### config.mk
export PLATFORM = sky130hd
export DESIGN_NAME = spu_credit_fifo
export DESIGN_NICKNAME = d
export VERILOG_FILES = /design/src/spu_credit_fifo.sv
export SDC_FILE = /design/constraint.sdc
export NUM_CORES = 1
export LEC_CHECK = 0
export BUFFER_PORTS_ARGS = -buffer_cell sky130_fd_sc_hd__buf_2
export CORE_AREA = 2 2 39 41
export CTS_CLUSTER_DIAMETER = 100
export DETAILED_ROUTE_END_ITERATION = 8
export DIE_AREA = 0 0 41 43
export PLACE_DENSITY = 0.69
export SYNTH_ARGS = -nofsm -noshare
export SYNTH_HDL_FRONTEND = slang
export SYNTH_SLANG_ARGS = --single-unit
### constraint.sdc
create_clock -name i_clk -period 7 [get_ports i_clk]
set_input_delay 1.05 -clock i_clk [delete_from_list [all_inputs] [get_ports i_clk]]
set_output_delay 1.05 -clock i_clk [all_outputs]
set_load 0.01 [all_outputs]
### src/spu_credit_fifo.sv
/*
 * Credit-returning synchronous queue.
 * A circular buffer with read and write pointers and an occupancy count.
 * Every pop sends one credit pulse back to the producer on the next cycle,
 * so a producer that starts with DEPTH credits can never overfill it.
 */
module spu_credit_fifo #(
	parameter type T     = logic,
	parameter int  DEPTH = 4
) (
	input  logic i_clk,
	input  logic i_reset,
	input  logic i_push,
	input  T     i_data,
	input  logic i_pop,
	output T     o_data,
	output logic o_valid,
	output logic o_credit
);

	localparam int PTR_W = (DEPTH > 1) ? $clog2(DEPTH) : 1;
	localparam int CNT_W = $clog2(DEPTH + 1);

	T               mem [DEPTH];  // storage.
	logic [PTR_W-1:0] wr_ptr;     // next slot to fill.
	logic [PTR_W-1:0] rd_ptr;     // head of the queue.
	logic [CNT_W-1:0] count;      // entries held.
	logic           do_push;
	logic           do_pop;
	logic           full;

	assign full    = (count == CNT_W'(DEPTH));
	assign do_pop  = i_pop && o_valid;            // a pop on empty does nothing.
	assign do_push = i_push && (!full || do_pop); // room appears when the head leaves.

	// --------------------
	// payload storage.
	always_ff @(posedge i_clk)
	begin
		if (do_push)
			mem[wr_ptr] <= i_data;
	end

	// --------------------
	// pointers, count and credit return.
	always_ff @(posedge i_clk)
	begin
		if (i_reset)
		begin
			wr_ptr   <= '0;
			rd_ptr   <= '0;
			count    <= '0;
			o_credit <= 1'b0;
		end
		else
		begin
			// pointers wrap at DEPTH, so any depth works.
			if (do_push)
				wr_ptr <= (wr_ptr == PTR_W'(DEPTH - 1)) ? '0 : wr_ptr + 1'b1;
			if (do_pop)
				rd_ptr <= (rd_ptr == PTR_W'(DEPTH - 1)) ? '0 : rd_ptr + 1'b1;
			count    <= count + CNT_W'(do_push) - CNT_W'(do_pop);
			o_credit <= do_pop;  // one credit back per entry taken.
		end
	end

	assign o_data  = mem[rd_ptr];   // head is visible while o_valid.
	assign o_valid = (count != '0);

	// the producer has to hold a credit for every push.
	a_no_push_full: assert property (@(posedge i_clk) disable iff (i_reset)
		!(i_push && full && !i_pop))
		else $error("push into a full queue, producer ran without credit.");

	// the consumer pops only what it has seen.
	a_no_pop_empty: assert property (@(posedge i_clk) disable iff (i_reset)
		i_pop |-> o_valid)
		else $error("pop from an empty queue.");

endmodule

==> reports/qor.csv <==
metric,value,unit
p_leak,0.000338,µW
initial_core_util,47.3,%
die_h,43,µm
final_hold_viol_count,0,
end_kind,register,
fin_skew,0.00649,ns
async_flop_share,0,%
power.share.clock,19.6,%
final_common_cell,dfxtp_1,
synth-seq-cells,14,
final_util,52.9,%
min_period,3.03,ns
cp.arrival,3.22,ns
setup_tns,0,ns
clockBufferDepth,2,
ys.flop_type,dfxtp_1,
maxSlewHeadroom,57.1,%
cts_tree,done,
power_density,313,nW/µm²
dp.final_hpwl,650,µm
grt_max_degree,11,
root_buffer,clkbuf_4,
worst_path_max_delay_cell,or4b_4,
synth_nets,68,
core,1380,µm²
ys_seq_area_share,48.9,%
period_share,43.3,%
crit_path_max_fanout,7,
r2r_cells,11,
final_area,732,µm²
multi_input_area,308,µm²
antenna_found_initial,0,
place_ws,3.70,ns
slew_violations,0,
worst_path_largest_cell_delay,0.57,ns
clk_latency,0.27,ns
cts_setup_buffers,0,
worstSetupPathType,primary input to register,
post_route_cells_drive_above_1_share,30.8,%
wl,834,µm
die-area,1760,µm²
hold_path_class,register to register,
crit_chain,buf_2 > or4b_4 > and2_4 > inv_1 > ha_1 > inv_1 > ha_1 > inv_1 > fa_1 > xor2_1 > and2_1 > nor3_1,
cts-htree-levels,1,
yosysWarnings,0,
ctsResizeCount,0,
hold-path-cell-count,2,
clk_pin_slew_worst_paths,0.08,ns
track_usage,11.3,%
fp.dieW,41,µm
setup_viol,0,
layout_setup_ws,3.97,ns
routed_via_density,5.05,
grt_overflow,0,
n_antenna_cell,0,
p_int,160,µW
clock-sinks,14,
n_fill_cell,128,
drcViolationCount,0,
vias,409,
peakVddDrop,144,µV
placed_area,706,µm²
synth_edf_count,4,
num_rows,14,
crit_top_cell,inv_1,
wire_per_inst,10.3,µm
drtPass1Iterations,2,
nets,79,
area_delta_synth_final,11.9,%
tightestPinTransition,0.638,ns
critPathLaunchType,primary input,
drtIter0Drc,2,
power.switching,69.1,µW
seqPwrFrac,49.4,%
gp_congestion,0.719,
ant_nets,0,
numCtsBuffers,3,
grt_pass1_vias,348,
synth.avg_cell_area,11.9,µm²
sw_frac_of_total,30.2,%
io_pins,8,
outcome,"finished, final reports clean",
syn_inst,55,
final_cell_mix,"dfxtp_1 (10), ha_1 (7), buf_2 (7)",
maxCapViolCount,0,
max_freq,330,MHz
rsz0062_at_grt,false,
register_area,320,µm²
grt_first_pass_wirelength,1320,µm
syn_area,654,µm²
power_frac_comb,31.0,%
synth_cell_types,24,
io_buffers,7,
required,7.19,ns
holdWs,0.490,ns
cts_hold_buf,0,
power groups by stage:
stage	registers [µW]	clock network [µW]	logic [µW]
floorplan	113	0	55.0
global placement	115	0	69.6
detailed placement	115	0	71.2
CTS	114	47.1	71.9
global route	116	51.8	80.6
finish	113	44.8	70.9
worst paths after layout:
path                  start        to  slack (ns)
setup / recovery      i_pop  count[2]        3.97
hold / removal    rd_ptr[0]  register        0.49
setup reg to reg   count[1]  count[2]        4.49
hold reg to reg   rd_ptr[0]  register        0.49
Yosys cell counts, types with 2 or more instances:
library cell | n | area [µm²]
and3_2 | 4 | 30.0
dfxtp_1 | 10 | 200
edfxtp_1 | 4 | 120
ha_1 | 7 | 87.6
inv_1 | 6 | 22.5
nor2_1 | 4 | 15.0
nor3_1 | 2 | 10.0
o31ai_2 | 2 | 25.0
through the flow:
| stage | instances | power [µW] |
|---|---|---|
| 3_3_place_gp | 77 | 184 |
| 6_report | 81 | 229 |
| 4_1_cts | 81 | 233 |
| 3_5_place_dp | 77 | 187 |
| 2_1_floorplan | 55 | 169 |
| 5_1_grt | 81 | 248 |
kinds of logic after synthesis:
group	Yosys count	share of synthesized area [%]
muxes	2	4.97
buffers and inverters	7	4.01
AOI/OAI and AO/OA	4	5.74
xor gates and xnor gates	1	1.34
DFF	14	48.9
and+or+nand+nor	19	18.5
adders and majority gates	8	16.4
metal layers:
metal | share of wire (%) | routed length, µm | global-route usage [%]
met4 | 2.0 | 17 | 6.00
met5 | 0 | 0 | 0
met3 | 3.7 | 31 | 4.71
met1 | 48 | 403 | 13.9
met2 | 46 | 381 | 16.3
critical path: cells and delay by family:
kind / cells / cell delay (ns)
AND/OR/NAND/NOR: 4 / 1.05
adder cells (fa/ha/maj): 3 / 0.71
buffers and inverters: 4 / 0.25
XOR/XNOR: 1 / 0.16
layout make-up:
type                       count  area share (%)
tap                           16            2.74
clock buffer                   4            3.59
multi-input combinational     34            42.1
sequential                    14            43.8
inverter                       6            3.08
timing repair buffer           7            4.79
Note: power is estimated with default switching activity, not from simulation.
