--- src/spu_macros.svh ---
/*
 * Sound RAM subsystem widths and sizes.
 * Word address and data widths, the memory read latency,
 * and the depths of the host request queue and the voice sample buffer.
 */
`ifndef SPU_MACROS_SVH
`define SPU_MACROS_SVH

// --------------------
// memory geometry.
`define SPU_ADDR_W 18           // 256K words.
`define SPU_DATA_W 16           // one word is two bytes.

// fixed read latency from the grant edge to q valid.
`define SPU_RAM_LATENCY 4

// --------------------
// queue depths.
`define SPU_HOST_DEPTH 4        // also the number of credits the host starts with.
`define SPU_SAMPLE_DEPTH 8      // slots in the voice sample buffer.

// width of the voice block word count.
`define SPU_COUNT_W 10

`endif

--- src/spu_pkg.sv ---
/*
 * Sound RAM subsystem types.
 * Host request layout, the client tag carried with every read,
 * and the sample word held in the voice buffer.
 */
`include "spu_macros.svh"

package spu_pkg;

	// --------------------
	// host transfer request.
	// byte_sel bit 0 enables the low byte, bit 1 the high byte.
	// a read ignores data and byte_sel.
	typedef struct packed {
		logic                    we;        // 1 = write, 0 = read.
		logic [`SPU_ADDR_W-1:0]  addr;      // word address.
		logic [`SPU_DATA_W-1:0]  data;      // write data.
		logic [1:0]              byte_sel;  // per-byte write enable.
	} spu_host_req_t;

	// --------------------
	// client tag.
	// travels down the response pipeline next to every read,
	// so the returning word reaches the client that asked for it.
	typedef enum logic {
		CLIENT_HOST  = 1'b0,  // host transfer port.
		CLIENT_VOICE = 1'b1   // voice fetch engine.
	} spu_client_e;

	// --------------------
	// sample word.
	// one slot of the voice sample buffer.
	// the fetch engine stores raw memory words, decoding happens further on.
	typedef logic [`SPU_DATA_W-1:0] spu_sample_t;

endpackage

--- src/spu_ram_if.sv ---
/*
 * Arbiter to sample memory bus.
 * The arbiter drives one access per cycle, the memory returns q
 * a fixed four cycles after a read and holds it until the next one.
 */
`include "spu_macros.svh"

interface spu_ram_if;

	logic                    re;        // read strobe, never high with we.
	logic                    we;        // write strobe.
	logic [`SPU_ADDR_W-1:0]  addr;      // word address for either access.
	logic [`SPU_DATA_W-1:0]  wdata;     // write data.
	logic [1:0]              byte_sel;  // byte enables for a write.
	logic [`SPU_DATA_W-1:0]  q;         // read data, held between reads.

	// the arbiter side issues accesses and sees q.
	modport arbiter (
		output re, we, addr, wdata, byte_sel,
		input  q
	);

	// the memory side takes accesses and returns q.
	modport ram (
		input  re, we, addr, wdata, byte_sel,
		output q
	);

endinterface

--- src/spu_ram_arbiter.sv ---
/*
 * Sound RAM arbiter.
 * Fixed priority, the voice engine wins every conflict since playback
 * is real-time. The winner drives the memory bus in the same cycle.
 * A four-stage tag pipeline follows each read and steers q back to the
 * client that issued it, with a valid pulse after grant edge + 4.
 */
`include "spu_macros.svh"

module spu_ram_arbiter (
	input  logic                    i_clk,
	input  logic                    i_reset,
	input  logic                    i_host_valid,
	input  spu_pkg::spu_host_req_t  i_host_req,
	input  logic                    i_voice_req,
	input  logic [`SPU_ADDR_W-1:0]  i_voice_addr,
	output logic                    o_host_pop,
	output logic                    o_voice_grant,
	output logic [`SPU_DATA_W-1:0]  o_host_rdata,
	output logic                    o_host_rvalid,
	output logic [`SPU_DATA_W-1:0]  o_voice_rdata,
	output logic                    o_voice_rvalid,
	spu_ram_if.arbiter              bus
);

	import spu_pkg::*;

	localparam int LAT = `SPU_RAM_LATENCY;

	logic              host_grant;
	logic [LAT-1:0]    rd_pend;        // read marker per stage.
	spu_client_e       rd_tag [LAT];   // owner of the read in each stage.

	// --------------------
	// grant.
	assign o_voice_grant = i_voice_req;                   // voice always first.
	assign host_grant    = i_host_valid && !i_voice_req;  // host takes idle slots.
	assign o_host_pop    = host_grant;                    // queue head leaves on grant.

	// --------------------
	// bus drive from the winner.
	// a host write is the only path to we, every other grant is a read.
	assign bus.re       = o_voice_grant || (host_grant && !i_host_req.we);
	assign bus.we       = host_grant && i_host_req.we;
	assign bus.addr     = o_voice_grant ? i_voice_addr : i_host_req.addr;
	assign bus.wdata    = i_host_req.data;
	assign bus.byte_sel = i_host_req.byte_sel;

	// --------------------
	// response tag pipeline.
	always_ff @(posedge i_clk)
	begin
		rd_tag[0] <= o_voice_grant ? CLIENT_VOICE : CLIENT_HOST;
		for (int i = 1; i < LAT; i++)
			rd_tag[i] <= rd_tag[i-1];  // the owner moves one stage per cycle.
	end

	always_ff @(posedge i_clk)
	begin
		if (i_reset)
		begin
			rd_pend        <= '0;
			o_host_rvalid  <= 1'b0;
			o_voice_rvalid <= 1'b0;
		end
		else
		begin
			rd_pend <= {rd_pend[LAT-2:0], bus.re};
			// the last stage is consumed on the same edge that makes q valid.
			o_host_rvalid  <= rd_pend[LAT-1] && (rd_tag[LAT-1] == CLIENT_HOST);
			o_voice_rvalid <= rd_pend[LAT-1] && (rd_tag[LAT-1] == CLIENT_VOICE);
		end
	end

	// q is held by the memory, so both clients can watch it directly.
	assign o_host_rdata  = bus.q;
	assign o_voice_rdata = bus.q;

	// one client per cycle, and never a read and a write together.
	a_one_grant: assert property (@(posedge i_clk) disable iff (i_reset)
		$onehot0({o_voice_grant, o_host_pop}) && $onehot0({bus.re, bus.we}))
		else $error("more than one grant in a cycle.");

endmodule

--- src/flat_wrapper.sv ---
// flat-port wrapper written by rule: the top's interface ports become plain ports
module spu_ram_arbiter_flat import spu_pkg::*;
  (i_clk, i_reset, i_host_valid, i_host_req, i_voice_req, i_voice_addr, o_host_pop, o_voice_grant, o_host_rdata, o_host_rvalid, o_voice_rdata, o_voice_rvalid, bus_re, bus_we, bus_addr, bus_wdata, bus_byte_sel, bus_q);
  spu_ram_if bus_i ();
  input  logic i_clk;
  input  logic i_reset;
  input  logic i_host_valid;
  input  spu_pkg::spu_host_req_t i_host_req;
  input  logic i_voice_req;
  input  logic [`SPU_ADDR_W-1:0] i_voice_addr;
  output logic o_host_pop;
  output logic o_voice_grant;
  output logic [`SPU_DATA_W-1:0] o_host_rdata;
  output logic o_host_rvalid;
  output logic [`SPU_DATA_W-1:0] o_voice_rdata;
  output logic o_voice_rvalid;
  output wire logic [$bits(bus_i.re)-1:0] bus_re;
  output wire logic [$bits(bus_i.we)-1:0] bus_we;
  output wire logic [$bits(bus_i.addr)-1:0] bus_addr;
  output wire logic [$bits(bus_i.wdata)-1:0] bus_wdata;
  output wire logic [$bits(bus_i.byte_sel)-1:0] bus_byte_sel;
  input wire logic [$bits(bus_i.q)-1:0] bus_q;
  assign bus_re = bus_i.re;
  assign bus_we = bus_i.we;
  assign bus_addr = bus_i.addr;
  assign bus_wdata = bus_i.wdata;
  assign bus_byte_sel = bus_i.byte_sel;
  assign bus_i.q = bus_q;
  spu_ram_arbiter u_core (.i_clk(i_clk), .i_reset(i_reset), .i_host_valid(i_host_valid), .i_host_req(i_host_req), .i_voice_req(i_voice_req), .i_voice_addr(i_voice_addr), .o_host_pop(o_host_pop), .o_voice_grant(o_voice_grant), .o_host_rdata(o_host_rdata), .o_host_rvalid(o_host_rvalid), .o_voice_rdata(o_voice_rdata), .o_voice_rvalid(o_voice_rvalid), .bus(bus_i));
endmodule
--- config.mk ---
export PLATFORM = sky130hd
export DESIGN_NAME = spu_ram_arbiter_flat
export DESIGN_NICKNAME = d
export VERILOG_FILES = /design/src/spu_pkg.sv /design/src/spu_ram_if.sv /design/src/spu_ram_arbiter.sv /design/src/flat_wrapper.sv
export VERILOG_INCLUDE_DIRS = /design/src
export SDC_FILE = /design/constraint.sdc
export NUM_CORES = 1
export LEC_CHECK = 0
export BUFFER_PORTS_ARGS = -buffer_cell sky130_fd_sc_hd__buf_4
export CAP_MARGIN = 20
export CORE_MARGIN = 5
export CORE_UTILIZATION = 31
export CTS_CLUSTER_DIAMETER = 30
export DETAILED_ROUTE_END_ITERATION = 8
export GPL_TIMING_DRIVEN = 0
export PLACE_DENSITY_LB_ADDON = 0.1
export SLEW_MARGIN = 20
export SYNTH_ARGS = -nofsm -noshare
export SYNTH_HDL_FRONTEND = slang
export SYNTH_SLANG_ARGS = --single-unit
--- constraint.sdc ---
create_clock -name i_clk -period 1 [get_ports i_clk]
set_input_delay 0.05 -clock i_clk [delete_from_list [all_inputs] [get_ports i_clk]]
set_output_delay 0.05 -clock i_clk [all_outputs]
set_load 0.01 [all_outputs]
==> results of run 1 <==
## flip-flops by register name (all words and copies together), names as in the netlist
signal and cells:
u_core.rd_tag 4, u_core.rd_pend 4, u_core.o_voice_rvalid 1, u_core.o_host_rvalid 1
## area by class of cell
type | count | area [sq um]
fillers | 265 | 1080
repair buffers | 116 | 876
plain buffers | 53 | 405
multi-input cells | 28 | 335
flip-flops and latches | 10 | 200
well taps | 33 | 41.3
clock buffers | 4 | 36.3
inverters | 1 | 3.75
## placed cells by master, fill, tap and decap left out
| master | instances |
|---|---|
| sky130_fd_sc_hd__buf_4 | 165 |
| sky130_fd_sc_hd__mux2_4 | 18 |
| sky130_fd_sc_hd__dfxtp_1 | 10 |
| sky130_fd_sc_hd__nor2b_1 | 3 |
| sky130_fd_sc_hd__clkbuf_4 | 3 |
| sky130_fd_sc_hd__buf_6 | 2 |
| sky130_fd_sc_hd__dlygate4sd3_1 | 2 |
| sky130_fd_sc_hd__nor2b_2 | 1 |
| sky130_fd_sc_hd__inv_1 | 1 |
| sky130_fd_sc_hd__nand2b_1 | 1 |
| sky130_fd_sc_hd__nand2_1 | 1 |
| sky130_fd_sc_hd__and2_1 | 1 |
| sky130_fd_sc_hd__a21oi_1 | 1 |
| sky130_fd_sc_hd__and3b_1 | 1 |
| sky130_fd_sc_hd__nor3b_1 | 1 |
| sky130_fd_sc_hd__clkbuf_8 | 1 |
## layer usage
layer  share of wire [%]  vias up  GRT usage [%]
li1                    -      483              -
met1                  23      452           10.9
met2                  64       60           33.4
met3                  12        2           6.32
met4                0.41        0           2.33
met5                   0        -              0
## where the power goes
group / switching [mW] / internal, mW
combinational: 0.254 / 0.528
sequential: 0.00354 / 0.414
clock: 0.134 / 0.221
total: 0.392 / 1.16
## critical path: stages
cell and delay, ns:
sky130_fd_sc_hd__buf_4 0.10, sky130_fd_sc_hd__buf_6 0.17, sky130_fd_sc_hd__mux2_4 0.31, sky130_fd_sc_hd__buf_4 0.14
## worst max path at each step
| stage | startpoint | end | slack [ns] | cells past startpoint |
|---|---|---|---|---|
| 6_report | i_voice_req | bus_addr[3] | 0.17 | 4 |
| 2_1_floorplan | i_voice_req | bus_we | 0.41 | 3 |
| 3_3_place_gp | i_voice_req | bus_addr[5] | 0.16 | 4 |
| 3_5_place_dp | i_voice_req | bus_addr[3] | 0.15 | 4 |
| 5_1_grt | i_voice_req | bus_addr[4] | 0.13 | 4 |
| 4_1_cts | i_voice_req | bus_addr[3] | 0.16 | 4 |
## kinds of logic after synthesis
logic type | count (synthesis)
compound gates | 1
flops | 10
mux | 18
buf+inv | 54
simple gates | 9
## through the flow
stage,util [%],setup slack [ns],hold slack [ns],cell area [sq um],power (mW)
CTS,63.7,0.155,0.0720,1900,1.58
finish,63.7,0.165,0.0755,1900,1.55
floorplan,-,0.414,0.0777,945,0.808
detailed placement,61.8,0.154,0.196,1840,1.21
global placement,61.8,0.163,0.194,1840,1.20
global route,63.7,0.128,0.0845,1900,1.63
## repair_timing
| item | in CTS | in global routing |
|---|---|---|
| hold buffers | 2 | 0 |
| buffers inserted | 0 | 0 |
| endpoints found under the hold margin | 6 | 0 |
==> results.txt, run 1 <==
The flow ran to the end, and the final reports show no timing, DRC or antenna violations. The part of the cycle the worst path needs came out at 83.5%. The maximum clock rate came out at 1200 MHz.

The y dimension of the die is 65.2 um. The signed area change from the synthesized netlist to the final layout came out at 101%. The worst hold path terminates at u_core.rd_pend[0]. After synthesis the cells add up to 945 sq um. The effective utilization at floorplan is 31.7%. After synthesis, flip-flops and latches occupy 21.2% of the total area.

The endpoint of the lowest-slack register-to-register path is u_core.o_voice_rvalid. The worst clock skew is 0.00252 ns. The worst-skew pair later-pin latency is 0.26 ns. Of all nets on the critical path, the largest fanout is 10. The worst-case IR drop observed on VDD is 0.313 mV. The clock drives 10 sinks. The critical path is of the input port to primary output type. The number of antenna violations at the first check in global routing is 0. The post-synthesis simple-gate area fraction is 6.36%. For the worst flop-to-flop path, the logic depth is 1. The xor/xnor share of the synthesized area came out at 0%. The mux contribution to synthesized area came out at 28.6%. The first detailed-routing pass took 4 iterations. The worst hold path belongs to the class input port to flip-flop. Setup repair after global routing left no endpoint under its margin.

The max-slew headroom at the worst pin came out at 90.2%. Among all flip-flop cells after synthesis, the most frequent one is sky130_fd_sc_hd__dfxtp_1. The leakage dissipation is 1.10 nW. The number of violations of the max-capacitance limit is 0.

By area, the combinational part of the netlist is dominated by buffers and inverters. The synthesized netlist devotes 0.530% of its cell area to compound gates. Routability-driven placement finished with a final weighted congestion of 0.657. Yosys instantiated no cell more often than sky130_fd_sc_hd__buf_4.

The total I/O pin count is 149. The number of enable-type register cells in the synthesized netlist is 0. Of all cell types, the one taking the most synthesized area is sky130_fd_sc_hd__buf_4. In this run the remaining antenna-violating nets after routing total 0. The average footprint of a synthesized cell is 10.3 sq um. The number of gates given a new drive strength after cts came out at 0. TritonCTS built the clock tree.

The worst hold path was traced through 3 stages. The synthesized design devotes to its leading area cell type 40.5% of total area. Setup slack on the worst reg-to-reg path comes out at 0.43 ns. The post-synthesis async set-or-reset flop share came out at 0%.

Counting the buffers created by CTS gives 3. The power density of the placed cells is 819 nW/um^2. The vias after detailed routing came out at 997. The register clock-pin slew on the reported worst setup and hold paths is 0.06 ns. The synthesized instance count came out at 92. The post-route netlist has 89.6% of its cells at a drive strength greater than 1. The worst endpoint required time came out at 0.95 ns. The largest net degree at the start of global routing came out at 11. The number of design rule violations left after detail routing came out at 0.

By count the netlist is led by sky130_fd_sc_hd__buf_4, sky130_fd_sc_hd__mux2_4, sky130_fd_sc_hd__dfxtp_1. The width of the chip is 65.2 um. The wire length after detailed routing is 3380 um. The transition at the pin with the smallest max-transition slack came out at 0.147 ns. The number of levels in the clock H-tree came out at 1. After floorplanning, the core was divided into 20 placement rows. The count of final hold-check violations is 0. The sort of element at the end of the critical path is a primary output. The number of DRC violations after detailed-routing iteration 0 came out at 3.

The count of port buffers added during placement is 114. The startpoint identified for the worst register-to-register timing path is u_core.rd_pend[3]. The number of nets in the synthesized netlist is 167. The longest clock path from root to sink contains 2 buffers. The hold path startpoint is i_host_req[36]. The net count of the finished layout is 288. After layout, the minimum clock period comes to 0.835 ns. The final setup violation count is 0.

The final total negative setup slack is 0 ns. The number of distinct standard cells referenced by the synthesized netlist is 13. The ratio of routed vias to standard cells came out at 4.07.

The via count of the first global-routing pass came out at 1155. The final HPWL from detailed placement is 3180 um. Global routing consumed, over all layers together, 14.8% of the routing resources. The adder-cell share of the synthesized area is 0%. The repair_antennas step left the layout with diodes totalling 0. The routed length per placed instance is 13.8 um. The standard cell core area came out at 2980 sq um.

The final count of pins violating max slew is 0. The cell sitting at the root of the clock tree is a sky130_fd_sc_hd__clkbuf_4. Summed over all layers, the global routing overflow is 0. The die covers 4250 sq um.

Yosys attributes the largest share of cell area to sky130_fd_sc_hd__buf_4, sky130_fd_sc_hd__mux2_4, sky130_fd_sc_hd__dfxtp_1, sky130_fd_sc_hd__buf_6, sky130_fd_sc_hd__nor2b_1. STA classifies the critical path startpoint as an input port. Synthesis inferred 10 register bits. The first global-routing pass estimated 4920 um of wire. The arrival time reported for the critical path endpoint came out at 0.78 ns. The number of synthesis warnings is 0.

For this run, the number of standard cells in the final layout without fillers is 245. The instance count after placement with tap cells included is 239.
No activity file was read; power rests on OpenSTA's default activity.
==> inputs of run 2 (changes only) <==
CORE_UTILIZATION = 29   (was 31)
clock period = 0.8 ns   (was 1 ns; I/O delays follow)
==> results.txt, run 2 (synthesis results as in run 1) <==
The critical-path cell with the highest stage delay is sky130_fd_sc_hd__mux2_4. The worst endpoint required time came out at 0.76 ns (-0.19 ns). The final HPWL from detailed placement came out at 3130 um (-1.6%). The via count of the first global-routing pass came out at 1073 (-7.1%). The cell that appears most often on the critical path is sky130_fd_sc_hd__buf_12. The register clock-pin slew on the reported worst setup and hold paths came out at 0.06 ns (about the same). In the layout the commonest cells are sky130_fd_sc_hd__buf_4, sky130_fd_sc_hd__mux2_4, sky130_fd_sc_hd__dfxtp_1.

The clock network fraction of design power is 22.0% (-0.9 points). The critical path is of the input port to primary output type. The cell internal power dissipation is 1.49 mW (+29%). The post-route standard cell area excluding fillers was 1990 sq um (+4.7%).

The final cell count without fillers came out at 257 (+4.9%). The net switching component of the power is 0.492 mW (+26%). The wire length of the first global-routing pass is 4750 um (-3.5%). The largest net degree at the start of global routing is 11 (unchanged). The most congested layer reported by global routing is met2. The arrival time reported for the critical path endpoint came out at 0.74 ns (-0.04 ns). The final RePlAce weighted congestion is 0.719 (+9.4%). The portion of total power attributed to sequential cells was 26.3% (-0.6 points).

The number of clock buffers inserted by TritonCTS is 3 (unchanged). The power share of the combinational group is 51.8% (+1.5 points). The total die area is 4500 sq um (+5.8%). The met2 track demand over resource was 29.7% (-3.7 points). The leakage dissipation is 1.13 nW (+2.7%). The worst setup path is captured at a primary output.

The count of port buffers added during placement was 114 (unchanged). The vias after detailed routing is 968 (-2.9%). The number of DRC violations after detailed-routing iteration 0 is 18 (+15). The switching portion of total power came out at 24.8% (-0.44 points). The remaining number of nets flagged by the antenna check after routing was 0 (unchanged). The number of design rule violations left after detail routing came out at 0 (unchanged). The count of TritonRoute iterations in the first routing pass is 4 (unchanged). The y dimension of the die is 67.1 um (+2.9%). The worst-skew pair later-pin latency came out at 0.26 ns (about the same).

The ratio of routed vias to standard cells is 3.77 (-7.4%). Clock tree synthesis selected as its root buffer the cell sky130_fd_sc_hd__clkbuf_4. The number of antenna violations at the first check in global routing is 0 (unchanged). Setup repair after global routing left no endpoint under its margin. In the final layout, the registers with the most flip-flops are u_core.rd_pend x4, u_core.rd_tag x4. The wire length after detailed routing is 3400 um (+0.68%). The number of rows in the core area came out at 20 (unchanged). The number of violations of the max-capacitance limit is 0 (unchanged). The final critical-path required period came out at 0.783 ns. The final setup violation count was 0 (unchanged).

The transition at the pin with the smallest max-transition slack is 0.158 ns (+0.0108 ns). The number of levels in the clock H-tree came out at 1 (unchanged). The routed length per placed instance is 13.2 um (-4.0%). The clock tree from TritonCTS is built.

The signed area change from the synthesized netlist to the final layout is 110%. The final antenna diode count came to 0 (unchanged). The met1 usage in global routing is 11.0% (+0.15 points).

The maximum clock rate came out at 1280 MHz. The global routing usage summed across all routing layers is 13.7% (-1.1 points). Of the available clock period, the critical path in the final layout requires 97.9%. The worst clock skew came to 0.00249 ns (-0.0000278 ns). The effective utilization at floorplan came to 30.7% (-1.0 points). The width of the chip is 67.1 um (+2.9%). The standard cell core area is 3080 sq um (+3.4%). The instance area after placement came out at 1860 sq um (+0.75%).

The routing usage on met3 was 6.07% (-0.25 points). The run finished with clean final reports. The instance count after placement with tap cells included came out at 250 (+4.6%).

The tightest min-delay check is of the input port to flip-flop type. The buffers inserted during post-CTS setup optimization came out at 0 (unchanged). The max-slew headroom at the worst pin is 89.4% (-0.72 points). The count of final hold-check violations was 0 (unchanged). The TritonCTS sink count came out at 10 (unchanged). The total chip power came out at 1.99 mW (+28%).

The worst setup path is launched from an input port. The final net count came out at 289 (+0.35%). The maximum buffer depth of the clock tree is 2 (unchanged). The delay contributed by the slowest stage of the critical path came out at 0.30 ns (about the same). The count of filler cells inserted in the layout is 265 (unchanged). The power density of the placed cells is 999 nW/um^2 (+22%). The final count of pins violating max slew is 0 (unchanged).

The overflow left after global routing came out at 0 (unchanged). Traced cell by cell, the critical path runs through buf_12 > buf_12 > mux2_4 > buf_4. The maximum vdd drop came out at 0.455 mV (+45%). The peak fanout along the critical path came out at 10 (unchanged). The total I/O pin count came out at 149 (unchanged). Leaving out fill and tap cells, the most frequent cell in the layout is sky130_fd_sc_hd__buf_4. The proportion of layout cells with a drive suffix above 1 is 89.7% (about the same).
-- run 2: cell count changes in the layout (fill, tap and decap cells not counted), sizes merged --
cell and delta:
buf +1
-- run 2: area by class of cell --
cell class | count | area [sq um] | share of cell area (%)
Timing Repair Buffer | 117 | 935 | 47.0
Buffer | 53 | 423 | 21.3
Multi-Input combinational cell | 28 | 335 | 16.9
Sequential cell | 10 | 200 | 10.1
Tap cell | 44 | 55.1 | 2.77
Clock buffer | 4 | 36.3 | 1.83
Inverter | 1 | 3.75 | 0.189
-- run 2: stage by stage --
step           util, %  worst slack (ns)  hold slack [ns]  TNS, ns
2_1_floorplan        -             0.234           0.0677        0
3_3_place_gp      60.3           -0.0171            0.187   -0.142
3_5_place_dp      60.3           -0.0243            0.189   -0.279
4_1_cts           64.3           0.00677           0.0646        0
6_report          64.6            0.0170           0.0744        0
5_1_grt           64.6           0.00103           0.0752        0
-- run 2: routing by layer --
metal,share of wire (%),up-vias,wire length [um]
li1,-,485,-
met1,25,418,847
met2,63,63,2150
met3,11,2,367
met4,0.91,0,31
met5,0,-,0
-- run 2: worst max-delay path: cells and delay by family --
kind                   cells  cell delay, ns
muxes                      1            0.30
buffers and inverters      3            0.41
-- run 2: power by group through the flow --
| stage | logic (mW) | clock network (mW) | registers [mW] |
|---|---|---|---|
| after floorplan | 0.477 | 0 | 0.532 |
| after global placement | 0.970 | 0 | 0.533 |
| after detailed placement | 0.984 | 0 | 0.533 |
| after CTS | 1.04 | 0.453 | 0.522 |
| after global routing | 1.09 | 0.484 | 0.524 |
| final | 1.03 | 0.436 | 0.522 |
-- run 2: worst paths after layout --
check                                              to  depth (start not counted)         startpoint  slack [ns]
worst min-delay path                u_core.rd_pend[0]                          3     i_host_req[36]        0.07
worst min register to register       u_core.rd_tag[1]                          0   u_core.rd_tag[0]        0.33
worst max register to register  u_core.o_voice_rvalid                          1  u_core.rd_pend[3]        0.23
worst max-delay path                      bus_addr[3]                          4        i_voice_req        0.02
-- run 2: what timing repair did --
item,in CTS,in global routing
endpoints found under the hold margin,6,0
cloned,1,0
resized for setup,11,2
hold buffers,2,0
endpoints found under the setup margin,18,5
