$ cat src/spu_macros.svh
/*
 * Sound RAM subsystem widths and sizes.
 * Word address and data widths, the memory read latency,
 * and the depths of the host request queue and the voice sample buffer.
 */
`ifndef SPU_MACROS_SVH
`define SPU_MACROS_SVH

// --------------------
// memory geometry.
`define SPU_ADDR_W 18           // 256K words.
`define SPU_DATA_W 16           // one word is two bytes.

// fixed read latency from the grant edge to q valid.
`define SPU_RAM_LATENCY 4

// --------------------
// queue depths.
`define SPU_HOST_DEPTH 4        // also the number of credits the host starts with.
`define SPU_SAMPLE_DEPTH 8      // slots in the voice sample buffer.

// width of the voice block word count.
`define SPU_COUNT_W 10

`endif

$ cat src/spu_pkg.sv
/*
 * Sound RAM subsystem types.
 * Host request layout, the client tag carried with every read,
 * and the sample word held in the voice buffer.
 */
`include "spu_macros.svh"

package spu_pkg;

	// --------------------
	// host transfer request.
	// byte_sel bit 0 enables the low byte, bit 1 the high byte.
	// a read ignores data and byte_sel.
	typedef struct packed {
		logic                    we;        // 1 = write, 0 = read.
		logic [`SPU_ADDR_W-1:0]  addr;      // word address.
		logic [`SPU_DATA_W-1:0]  data;      // write data.
		logic [1:0]              byte_sel;  // per-byte write enable.
	} spu_host_req_t;

	// --------------------
	// client tag.
	// travels down the response pipeline next to every read,
	// so the returning word reaches the client that asked for it.
	typedef enum logic {
		CLIENT_HOST  = 1'b0,  // host transfer port.
		CLIENT_VOICE = 1'b1   // voice fetch engine.
	} spu_client_e;

	// --------------------
	// sample word.
	// one slot of the voice sample buffer.
	// the fetch engine stores raw memory words, decoding happens further on.
	typedef logic [`SPU_DATA_W-1:0] spu_sample_t;

endpackage

$ cat src/spu_credit_fifo.sv
/*
 * Credit-returning synchronous queue.
 * A circular buffer with read and write pointers and an occupancy count.
 * Every pop sends one credit pulse back to the producer on the next cycle,
 * so a producer that starts with DEPTH credits can never overfill it.
 */
module spu_credit_fifo #(
	parameter type T     = logic,
	parameter int  DEPTH = 4
) (
	input  logic i_clk,
	input  logic i_reset,
	input  logic i_push,
	input  T     i_data,
	input  logic i_pop,
	output T     o_data,
	output logic o_valid,
	output logic o_credit
);

	localparam int PTR_W = (DEPTH > 1) ? $clog2(DEPTH) : 1;
	localparam int CNT_W = $clog2(DEPTH + 1);

	T               mem [DEPTH];  // storage.
	logic [PTR_W-1:0] wr_ptr;     // next slot to fill.
	logic [PTR_W-1:0] rd_ptr;     // head of the queue.
	logic [CNT_W-1:0] count;      // entries held.
	logic           do_push;
	logic           do_pop;
	logic           full;

	assign full    = (count == CNT_W'(DEPTH));
	assign do_pop  = i_pop && o_valid;            // a pop on empty does nothing.
	assign do_push = i_push && (!full || do_pop); // room appears when the head leaves.

	// --------------------
	// payload storage.
	always_ff @(posedge i_clk)
	begin
		if (do_push)
			mem[wr_ptr] <= i_data;
	end

	// --------------------
	// pointers, count and credit return.
	always_ff @(posedge i_clk)
	begin
		if (i_reset)
		begin
			wr_ptr   <= '0;
			rd_ptr   <= '0;
			count    <= '0;
			o_credit <= 1'b0;
		end
		else
		begin
			// pointers wrap at DEPTH, so any depth works.
			if (do_push)
				wr_ptr <= (wr_ptr == PTR_W'(DEPTH - 1)) ? '0 : wr_ptr + 1'b1;
			if (do_pop)
				rd_ptr <= (rd_ptr == PTR_W'(DEPTH - 1)) ? '0 : rd_ptr + 1'b1;
			count    <= count + CNT_W'(do_push) - CNT_W'(do_pop);
			o_credit <= do_pop;  // one credit back per entry taken.
		end
	end

	assign o_data  = mem[rd_ptr];   // head is visible while o_valid.
	assign o_valid = (count != '0);

	// the producer has to hold a credit for every push.
	a_no_push_full: assert property (@(posedge i_clk) disable iff (i_reset)
		!(i_push && full && !i_pop))
		else $error("push into a full queue, producer ran without credit.");

	// the consumer pops only what it has seen.
	a_no_pop_empty: assert property (@(posedge i_clk) disable iff (i_reset)
		i_pop |-> o_valid)
		else $error("pop from an empty queue.");

endmodule

$ cat src/spu_voice_fetch.sv
/*
 * Voice fetch engine.
 * Streams a block of consecutive words into a sample buffer.
 * A read is requested only against a credit, which stands for a buffer
 * slot that is neither filled nor reserved by a read still in flight.
 */
`include "spu_macros.svh"

module spu_voice_fetch (
	input  logic                    i_clk,
	input  logic                    i_reset,
	input  logic                    i_start,
	input  logic [`SPU_ADDR_W-1:0]  i_start_addr,
	input  logic [`SPU_COUNT_W-1:0] i_count,
	input  logic                    i_grant,
	input  logic [`SPU_DATA_W-1:0]  i_rdata,
	input  logic                    i_rvalid,
	input  logic                    i_sample_pop,
	output logic                    o_req,
	output logic [`SPU_ADDR_W-1:0]  o_addr,
	output logic                    o_busy,
	output logic                    o_sample_valid,
	output spu_pkg::spu_sample_t    o_sample_data
);

	import spu_pkg::*;

	localparam int CRED_W = $clog2(`SPU_SAMPLE_DEPTH + 1);

	logic [`SPU_COUNT_W-1:0] remaining;   // words still to request.
	logic [CRED_W-1:0]       credits;     // free, unreserved buffer slots.
	logic                    credit_ret;  // a slot was popped.

	// --------------------
	// block state.
	always_ff @(posedge i_clk)
	begin
		if (i_reset)
		begin
			remaining <= '0;
		end
		else if (!o_busy && i_start)
		begin
			// a new block loads only when the last one is fully issued.
			remaining <= i_count;
			o_addr    <= i_start_addr;
		end
		else if (i_grant)
		begin
			remaining <= remaining - 1'b1;
			o_addr    <= o_addr + 1'b1;     // consecutive words.
		end
	end

	assign o_busy = (remaining != '0);     // drops once the last read is granted.
	assign o_req  = o_busy && (credits != '0);

	// --------------------
	// credit counter.
	// a grant reserves a slot, a pop from the buffer frees one.
	always_ff @(posedge i_clk)
	begin
		if (i_reset)
			credits <= CRED_W'(`SPU_SAMPLE_DEPTH);
		else
			credits <= credits - CRED_W'(i_grant) + CRED_W'(credit_ret);
	end

	// --------------------
	// the sample buffer takes every returned word.
	spu_credit_fifo #(
		.T     (spu_sample_t),
		.DEPTH (`SPU_SAMPLE_DEPTH)
	) u_sample_buf (
		.i_clk    (i_clk),
		.i_reset  (i_reset),
		.i_push   (i_rvalid),
		.i_data   (i_rdata),
		.i_pop    (i_sample_pop),
		.o_data   (o_sample_data),
		.o_valid  (o_sample_valid),
		.o_credit (credit_ret)
	);

	// credits can never outnumber buffer slots.
	a_credit_max: assert property (@(posedge i_clk) disable iff (i_reset)
		credits <= CRED_W'(`SPU_SAMPLE_DEPTH))
		else $error("voice credit overflow.");

	// the arbiter grants only what was asked for.
	a_grant_req: assert property (@(posedge i_clk) disable iff (i_reset)
		i_grant |-> o_req)
		else $error("voice grant without a request.");

endmodule

$ cat config.mk
export PLATFORM = sky130hd
export DESIGN_NAME = spu_voice_fetch
export DESIGN_NICKNAME = d
export VERILOG_FILES = /design/src/spu_pkg.sv /design/src/spu_credit_fifo.sv /design/src/spu_voice_fetch.sv
export VERILOG_INCLUDE_DIRS = /design/src
export SDC_FILE = /design/constraint.sdc
export NUM_CORES = 1
export LEC_CHECK = 0
export BUFFER_PORTS_ARGS = -buffer_cell sky130_fd_sc_hd__buf_2
export CORE_UTILIZATION = 30
export CTS_CLUSTER_SIZE = 25
export DETAILED_ROUTE_END_ITERATION = 7
export GPL_ROUTABILITY_DRIVEN = 0
export MAX_ROUTING_LAYER = met4
export RECOVER_POWER = 100
export SLEW_MARGIN = 25
export SYNTH_ARGS = -nofsm -noshare
export SYNTH_HDL_FRONTEND = slang
export SYNTH_HIERARCHICAL = 1
export SYNTH_SLANG_ARGS = --single-unit
export TNS_END_PERCENT = 20
$ cat constraint.sdc
create_clock -name i_clk -period 3.2 [get_ports i_clk]
set_clock_uncertainty 0.15 [all_clocks]
set_input_delay 0.48 -clock i_clk [delete_from_list [all_inputs] [get_ports i_clk]]
set_output_delay 0.48 -clock i_clk [all_outputs]
set_load 0.05 [all_outputs]
==> flow_summary.yaml, run 1 <==
yosys:
  syn-num-nets: 554
  synth_area_per_cell_um2: 15.7
  yosysUniqueCellTypes: 57
  synth_warnings: 6
  syn_inst: 484
  synthFlopType: "edfxtp_1"
  synth_compound_area_share_pct: 4.17
  async_flop_share_pct: 0
  synth_top_family_by_area: "multiplexers"
  synth.mux.area_fraction_pct: 13.5
  synth_edf_count: 146
  yosysSeqAreaShare_pct: 64.9
  synth_xor_area_share_pct: 2.30
  yosys.area_share.simple_pct: 9.21
  syn_area_um2: 7620
  synth-seq-cells: 174
  synth_adder_area_share_pct: 3.48
clock_tree:
  cts_tree: "done"
  ctsResizeCount: 0
  htree_levels: 4
  clock_sinks: 174
  post-cts-setup-buffer-count: 0
  cts-hold-fix-buffers: 0
  clk_latency_ns: 0.42
  numCtsBuffers: 17
  clk_path_buf_depth: 2
  cts-root-buf: "clkbuf_16"
  path_clk_slew_ns: 0.07
route:
  drt_pass1_iterations: 4
  drtIter0Drc: 257
  route.detailed.drc: 0
  wl_per_cell_um: 16.8
  routed_wirelength_um: 15500
  ant_nets: 0
  via_per_inst: 4.83
  vias: 4447
global_routing:
  grt_max_degree: 33
  track_usage_pct: 12.7
  grt_overflow: 0
  grt_first_pass_wirelength_um: 24400
  grt_antenna_before_repair: 1
  grt_pass1_vias: 4624
finish:
  mostFrequentLayoutCell: "edfxtp_1"
  drive_gt1_share_pct: 17.8
  layout_common_cells: "146 x edfxtp_1, 55 x clkbuf_1, 35 x nand2_1, 35 x buf_2"
  areaGrowthSynthToFinish_pct: 17.8
  design_area_um2: 8970
  fin_nets: 653
  fillCellCount: 2382
timing:
  setup_tns_ns: 0
  setup_viol: 0
  rsz0062_at_grt: "false"
  finalCritPeriodShare_pct: 90.2
  slew_headroom_pct: 21.0
  fmax_ghz: 0.347
  tightest_slew_ns: 1.19
  finalCriticalPeriod_ns: 2.89
  hold_viol_final: 0
  drv_slew: 0
place:
  portBuffers: 86
  post_dp_cell_area_um2: 8480
  dpl.hpwl_um: 9960
worst_setup_path:
  crit_type: "flip-flop to flip-flop"
  end_kind: "flip-flop"
  cp_max_fo: 16
  cp_data_required_time_ns: 3.08
  worstRegToRegCells: 7
  arrival_ns: 2.77
  crit_path_start_kind: "flip-flop"
hold_path:
  hold_class: "input pin to flip-flop"
  hold_path_depth: 3
floorplanning:
  ios: 87
  die-area_um2: 26000
  die_y_um: 161
  core_area_um2: 24600
  placementRows: 57
  start_util_pct: 31.0
  die_w_um: 161
run_status:
  status: "complete, no violations"
power:
  power.density_nw_per_um2: 821
  leakagePower_nw: 2.99
  peakVddDrop_mv: 0.566
flow_run:
  maxCapViolCount: 0
per-layer routing:
metal  GRT usage [%]  wire (um)
met5               -          0
met4            3.52        108
met3            3.00        543
met2            22.2       8340
met1            14.4       6530
Yosys cell counts, types with 2 or more instances:
cell type | number | area share (%)
mux4_1 | 28 | 9.7
a211oi_1 | 4 | 0.39
a21o_1 | 2 | 0.20
mux2i_1 | 2 | 0.26
o211ai_1 | 3 | 0.30
and2_1 | 2 | 0.16
nand2b_1 | 5 | 0.41
nor3b_1 | 5 | 0.49
nand3_1 | 18 | 1.2
and3_1 | 6 | 0.49
a31oi_1 | 6 | 0.49
fa_1 | 2 | 0.53
mux2_2 | 16 | 2.4
inv_1 | 18 | 0.89
nor3_1 | 9 | 0.59
a21oi_1 | 9 | 0.59
nor2b_1 | 6 | 0.49
xnor2_1 | 14 | 1.6
nor2_1 | 21 | 1.0
buf_6 | 4 | 0.59
nor4_1 | 5 | 0.41
mux4_2 | 4 | 1.2
or3_1 | 3 | 0.25
clkbuf_1 | 3 | 0.15
buf_2 | 7 | 0.46
xor2_1 | 6 | 0.69
buf_1 | 4 | 0.20
nand2_1 | 35 | 1.7
or4_1 | 2 | 0.20
dfxtp_1 | 28 | 7.4
nand4_1 | 3 | 0.25
o21ai_0 | 17 | 1.1
ha_1 | 18 | 3.0
edfxtp_1 | 146 | 58
cell families after synthesis:
logic type / after synthesis
XOR/XNOR: 20
buffers and inverters: 39
AND/OR/NAND/NOR: 130
flip-flops: 174
multiplexers: 50
AO/OA/AOI/OAI: 51
adder cells (fa/ha/maj): 20
critical path, stage by stage (launching register included):
cell and delay [ns]:
dfxtp_1 0.33, inv_1 0.08, ha_1 0.23, nor2b_1 0.34, o21ai_1 0.16, buf_4 0.18
nor3_2 0.14, clkbuf_1 0.89
area by class of cell:
type | instances | area [um^2] | area share, %
clock buffers | 17 | 425 | 4.74
flip-flops and latches | 174 | 4940 | 55.1
multi-input cells | 271 | 2500 | 27.9
clock inverters | 15 | 171 | 1.91
inverters | 19 | 71.3 | 0.795
repair buffers | 100 | 454 | 5.06
well taps | 324 | 405 | 4.52
diodes | 1 | 2.50 | 0.0279
sequential cells by signal, summed over array words and instances, names as in the netlist, named ones only:
name	count
u_sample_buf/rd_ptr	3
remaining	10
u_sample_buf/o_credit	1
u_sample_buf/count	4
u_sample_buf/wr_ptr	3
o_addr	18
credits	4
u_sample_buf/mem	128
where the power goes:
group / total [mW] / switching, mW / internal, mW
clock network: 2.02 / 0.965 / 1.05
registers: 3.03 / 0.224 / 2.81
logic: 2.32 / 1.55 / 0.779
total: 7.37 / 2.73 / 4.64
final timing paths:
| kind | from | endpoint | slack, ns |
|---|---|---|---|
| worst max-delay path | u_sample_buf/count[2]$_SDFF_PP0_ | u_sample_buf/mem[2][14]$_DFFE_PP_ | 0.31 |
| worst min-delay path | i_count[1] | remaining[1]$_SDFFE_PP0P_ | 0.15 |
| worst max register to register | u_sample_buf/count[2]$_SDFF_PP0_ | u_sample_buf/mem[2][14]$_DFFE_PP_ | 0.31 |
| worst min register to register | u_sample_buf/rd_ptr[1]$_SDFFE_PP0P_ | u_sample_buf/rd_ptr[1]$_SDFFE_PP0P_ | 0.35 |
metrics by stage:
step,utilization [%],hold WS [ns],power (mW),setup WS [ns],instances
CTS,36.9,0.136,7.54,0.389,920
detailed placement,34.5,0.340,5.50,0.525,888
global placement,34.5,0.333,5.39,0.627,888
finish,36.5,0.154,7.37,0.315,921
global route,36.5,0.170,7.77,0.171,921
floorplan,-,0.304,4.90,0.0774,484
No activity file was read; power rests on OpenSTA's default activity.
==> run 2, diff against run 1 <==
--- a/config.mk
+++ b/config.mk
@@ -7,11 +7,14 @@
 export NUM_CORES = 1
 export LEC_CHECK = 0
 export BUFFER_PORTS_ARGS = -buffer_cell sky130_fd_sc_hd__buf_2
+export CELL_PAD_IN_SITES_DETAIL_PLACEMENT = 0
+export CELL_PAD_IN_SITES_GLOBAL_PLACEMENT = 2
 export CORE_UTILIZATION = 30
 export CTS_CLUSTER_SIZE = 25
 export DETAILED_ROUTE_END_ITERATION = 7
 export GPL_ROUTABILITY_DRIVEN = 0
 export MAX_ROUTING_LAYER = met4
+export PLACE_DENSITY_LB_ADDON = 0.1
 export RECOVER_POWER = 100
 export SLEW_MARGIN = 25
 export SYNTH_ARGS = -nofsm -noshare
==> run 2 against run 1 <==
Utilization decreased by 0.086 points. Clock power decreased by 3%. Sequential power about the same. Combinational power about the same. Largest cell class unchanged. Largest power group unchanged.
==> flow_summary.yaml, run 2 (same netlist as run 1, synthesis figures left out) <==
clock_tree:
  cts-root-buf: "clkbuf_16"
  post-cts-setup-buffer-count: 0
  clk_path_buf_depth: 2
  clock_sinks: 174
  cts_tree: "done"
  clk_latency_ns: 0.42
  ctsResizeCount: 0
  htree_levels: 4
  numCtsBuffers: 17
  cts-hold-fix-buffers: 0
  path_clk_slew_ns: 0.07
place:
  place_ws_ns: 0.575
  dpl.hpwl_um: 10300
  portBuffers: 86
global_routing:
  grt_pass1_vias: 4712
  use_met3_pct: 3.57
  grt_antenna_before_repair: 2
  grt_first_pass_wirelength_um: 25600
  track_usage_pct: 13.5
  grtUsageMet1_pct: 15.9
  grt_max_degree: 33
  grt.met2_usage_pct: 22.6
  grt_overflow: 0
  grt_busiest_layer: "met2"
route:
  wl_per_cell_um: 17.4
  via_per_inst: 4.77
  route.detailed.drc: 0
  ant_nets: 0
  routed_wirelength_um: 16200
  vias: 4428
  drtIter0Drc: 233
  drt_pass1_iterations: 5
worst_setup_path:
  rr_startpoint: "u_sample_buf/count[2]$_SDFF_PP0_"
  arrival_ns: 2.24
  r2r_setup_slack_ns: 0.47
  worstRegToRegCells: 11
  cp_max_fo: 32
  crit_path_start_kind: "flip-flop"
  cp_data_required_time_ns: 2.57
  r2r_end: "u_sample_buf/count[2]$_SDFF_PP0_"
  crit_type: "flip-flop to output pin"
  end_kind: "output pin"
timing:
  slew_headroom_pct: 39.3
  tightest_slew_ns: 0.911
  rsz0062_at_grt: "false"
  fmax_ghz: 0.349
  finalCritPeriodShare_pct: 89.7
  hold_viol_final: 0
  setup_viol: 0
  drv_slew: 0
  finalCriticalPeriod_ns: 2.87
  setup_tns_ns: 0
  setup_ws_ns: 0.331
power:
  leakagePower_nw: 2.98
  peakVddDrop_mv: 0.529
  power.density_nw_per_um2: 816
run_status:
  status: "complete, no violations"
floorplanning:
  placementRows: 57
  die_y_um: 161
  ios: 87
  start_util_pct: 31.0
  die_w_um: 161
  core_area_um2: 24600
  die-area_um2: 26000
finish:
  areaGrowthSynthToFinish_pct: 17.5
  fin_nets: 658
  layout_common_cells: "146 x edfxtp_1, 59 x clkbuf_1, 35 x nand2_1"
  largest_register: "u_sample_buf/mem"
  drive_gt1_share_pct: 17.3
  mostFrequentLayoutCell: "edfxtp_1"
  utilization_pct: 36.4
  largestRegisters: "u_sample_buf/mem: 128 flops, o_addr: 18 flops, remaining: 10 flops"
  largest_reg_flops: 128
flow_run:
  maxCapViolCount: 0
hold_path:
  hold_path_depth: 3
  hp-start: "i_count[1]"
  hold_class: "input pin to flip-flop"
  holdPathEnd: "remaining[1]$_SDFFE_PP0P_"
-- run 2: changes by cell type in the layout (fill, tap and decap cells not counted), sizes merged --
cell / change
clkbuf: +6
clkinv: +3
inv: -2
clkinvlp: -1
diode: +2
buf: -1
-- run 2: metal layers --
layer	part of all wire, %	up-vias
met5	0	-
met4	0.88	0
met3	4.2	8
met2	50	78
met1	45	2233
li1	-	2109
-- run 2: metrics by stage --
step                hold slack [ns]  power [mW]  cells  cell area, um^2
finish                        0.147        7.31    928             8950
global route                  0.147        7.72    927             8950
CTS                           0.133        7.50    925             9080
detailed placement            0.338        5.53    893             8520
global placement              0.339        5.51    893             8520
floorplan                     0.304        4.90    484             7620
-- run 2: worst max path at each step --
stage,start,cells past startpoint,to
finish,flip-flop,4,o_sample_data[11]
global route,remaining[5]$_SDFFE_PP0P_,6,o_addr[17]$_DFFE_PP_
CTS,flip-flop,4,o_sample_data[14]
detailed placement,u_sample_buf/count[2]$_SDFF_PP0_,11,u_sample_buf/count[2]$_SDFF_PP0_
global placement,u_sample_buf/count[2]$_SDFF_PP0_,11,u_sample_buf/count[2]$_SDFF_PP0_
floorplan,u_sample_buf/count[2]$_SDFF_PP0_,5,u_sample_buf/mem[0][0]$_DFFE_PP_
-- run 2: worst max-delay path, cell delays in order (launching register included) --
cell,delay (ns)
dfxtp_2,0.34
buf_12,0.24
mux4_1,0.59
mux2_2,0.31
clkbuf_1,0.31
-- run 2: area by class of cell --
class | count | area (um^2)
fillers | 2407 | 15700
flip-flops and latches | 174 | 4950
multi-input cells | 271 | 2490
repair buffers | 105 | 474
clock buffers | 17 | 425
well taps | 324 | 405
clock inverters | 15 | 133
inverters | 19 | 71.3
diodes | 3 | 7.51
-- run 2: power by group --
part	switching [mW]	total [mW]	internal (mW)
sequential	0.220	3.03	2.81
combinational	1.55	2.33	0.780
clock	0.934	1.95	1.02
total	2.70	7.31	4.60
==> run 3, diff against run 2 <==
--- a/config.mk
+++ b/config.mk
@@ -16,6 +16,8 @@
 export MAX_ROUTING_LAYER = met4
 export PLACE_DENSITY_LB_ADDON = 0.1
 export RECOVER_POWER = 100
+export REMOVE_ABC_BUFFERS = 1
+export SKIP_LAST_GASP = 1
 export SLEW_MARGIN = 25
 export SYNTH_ARGS = -nofsm -noshare
 export SYNTH_HDL_FRONTEND = slang
==> run 3 against run 2 <==
Setup slack worse by 0.0031 ns. Utilization increased by 0.21 points. Worst hold slack worse by 0.011 ns. Clock power grew 9.7%. Sequential share of layout area fell by 0.34 points. Final cell count fell by 0.22%. Count of clock-buffer cells in the layout up 1. Sequential power hardly changed. Non-clock buffer count up 1. Die area stayed put. Register-to-register slack worse by 0.02 ns.
==> flow_summary.yaml, run 3 (same netlist as run 1, synthesis figures left out) <==
global_routing:
  track_usage_pct: 14.0
  grt_overflow: 0
  grt_antenna_before_repair: 0
  grt_first_pass_wirelength_um: 26400
  grt_max_degree: 33
  grt_pass1_vias: 4594
clock_tree:
  numCtsBuffers: 17
  htree_levels: 4
  clk_path_buf_depth: 2
  clk_latency_ns: 0.43
  clock_sinks: 174
  cts-hold-fix-buffers: 0
  cts_tree: "done"
  cts-root-buf: "clkbuf_16"
  ctsResizeCount: 0
  post-cts-setup-buffer-count: 0
  path_clk_slew_ns: 0.07
finish:
  seqCellArea_um2: 4940
  stdcell_count: 926
  drive_gt1_share_pct: 17.1
  fillCellCount: 2380
  largest_reg_flops: 128
  largestRegisters: "u_sample_buf/mem: 128 flops, o_addr: 18 flops, remaining: 10 flops"
  fin_nets: 659
  multi_input_area_um2: 2480
  mostFrequentLayoutCell: "edfxtp_1"
  n_antenna_cell: 0
  areaGrowthSynthToFinish_pct: 18.2
  largest_register: "u_sample_buf/mem"
  layout_common_cells: "146 x edfxtp_1, 60 x clkbuf_1, 35 x nand2_1"
timing:
  setup_ws_ns: 0.328
  drv_slew: 0
  setup_viol: 0
  finalCritPeriodShare_pct: 89.8
  slew_headroom_pct: 38.7
  setup_tns_ns: 0
  finalCriticalPeriod_ns: 2.87
  fmax_ghz: 0.348
  hold_viol_final: 0
  tightest_slew_ns: 0.920
  rsz0062_at_grt: "false"
route:
  drtIter0Drc: 201
  route.detailed.drc: 0
  drt-met1-wl_um: 7440
  wl_met2_um: 8450
  routed.top_layer: "met4"
  wl_per_cell_um: 17.9
  routed_wirelength_um: 16600
  ant_nets: 0
  drt_pass1_iterations: 4
  via_per_inst: 4.70
  wl_met3_um: 555
  vias: 4349
power:
  p_total_mw: 7.50
  switching_share_pct: 36.3
  p_sw_mw: 2.73
  p_int_mw: 4.78
  pwr-share-seq_pct: 40.3
  leakagePower_nw: 3.01
  peakVddDrop_mv: 0.566
  pwr-share-comb_pct: 31.2
  clkPwrFrac_pct: 28.5
  power.density_nw_per_um2: 833
hold_path:
  hold_class: "input pin to flip-flop"
  hp-start: "i_count[1]"
run_status:
  status: "complete, no violations"
worst_setup_path:
  end_kind: "output pin"
  arrival_ns: 2.24
  crit_type: "flip-flop to output pin"
  cp_data_required_time_ns: 2.57
  crit_path_start_kind: "flip-flop"
  cp_max_fo: 32
  rr_startpoint: "u_sample_buf/count[2]$_SDFF_PP0_"
floorplanning:
  die_y_um: 161
  ios: 87
  placementRows: 57
  start_util_pct: 31.0
  die-area_um2: 26000
  die_w_um: 161
  core_area_um2: 24600
place:
  place_ws_ns: 0.552
  dpl.hpwl_um: 11000
  placed_cells: 894
  portBuffers: 86
flow_run:
  maxCapViolCount: 0
==> run 3: cell types whose count changed in the layout (fill, tap and decap cells not counted), moves of 2 or more <==
cell | previous run | this run
clkinvlp_4 | 3 | 1
nor3_1 | 7 | 9
clkinv_4 | 3 | 1
bufinv_16 | 0 | 2
diode_2 | 3 | 0
inv_8 | 0 | 4
nor3_2 | 3 | 1
==> run 3: critical path: stages (launching register included) <==
cell and delay [ns]:
dfxtp_1 0.35, buf_12 0.26, mux4_1 0.59, mux2_2 0.29, clkbuf_1 0.30
==> run 3: power groups by stage <==
stage,clock network [mW],logic [mW],registers [mW]
after floorplan,0,1.56,3.27
after global placement,0,2.45,3.07
after detailed placement,0,2.46,3.08
after CTS,2.19,2.47,3.03
after global routing,2.29,2.58,3.07
final,2.14,2.34,3.02
==> run 3: final cells by class <==
class / count / share of cell area, %
flip-flops and latches: 174 / 54.9
multi-input cells: 271 / 27.6
repair buffers: 106 / 5.49
clock buffers: 18 / 4.77
well taps: 324 / 4.50
clock inverters: 14 / 1.96
inverters: 19 / 0.792
==> run 3: worst paths after layout <==
| check | to | slack [ns] | cells past startpoint |
|---|---|---|---|
| worst max-delay path | o_sample_data[9] | 0.33 | 4 |
| worst min-delay path | remaining[1]$_SDFFE_PP0P_ | 0.14 | 3 |
| worst max register to register | u_sample_buf/mem[0][6]$_DFFE_PP_ | 0.45 | 8 |
| worst min register to register | u_sample_buf/rd_ptr[2]$_SDFFE_PP0P_ | 0.35 | 2 |
==> run 3: layer usage <==
metal  vias to the layer above  GRT usage, %
li1                       2112             -
met5                         -             -
met1                      2140          16.9
met2                        84          23.4
met4                         0          3.73
met3                        13          3.39
==> run 3: through the flow <==
stage / hold WS, ns / area, um^2 / util [%]
6_report: 0.136 / 9010 / 36.6
5_1_grt: 0.143 / 9010 / 36.6
4_1_cts: 0.114 / 9150 / 37.2
3_5_place_dp: 0.338 / 8540 / 34.7
3_3_place_gp: 0.341 / 8540 / 34.7
2_1_floorplan: 0.304 / 7500 / -
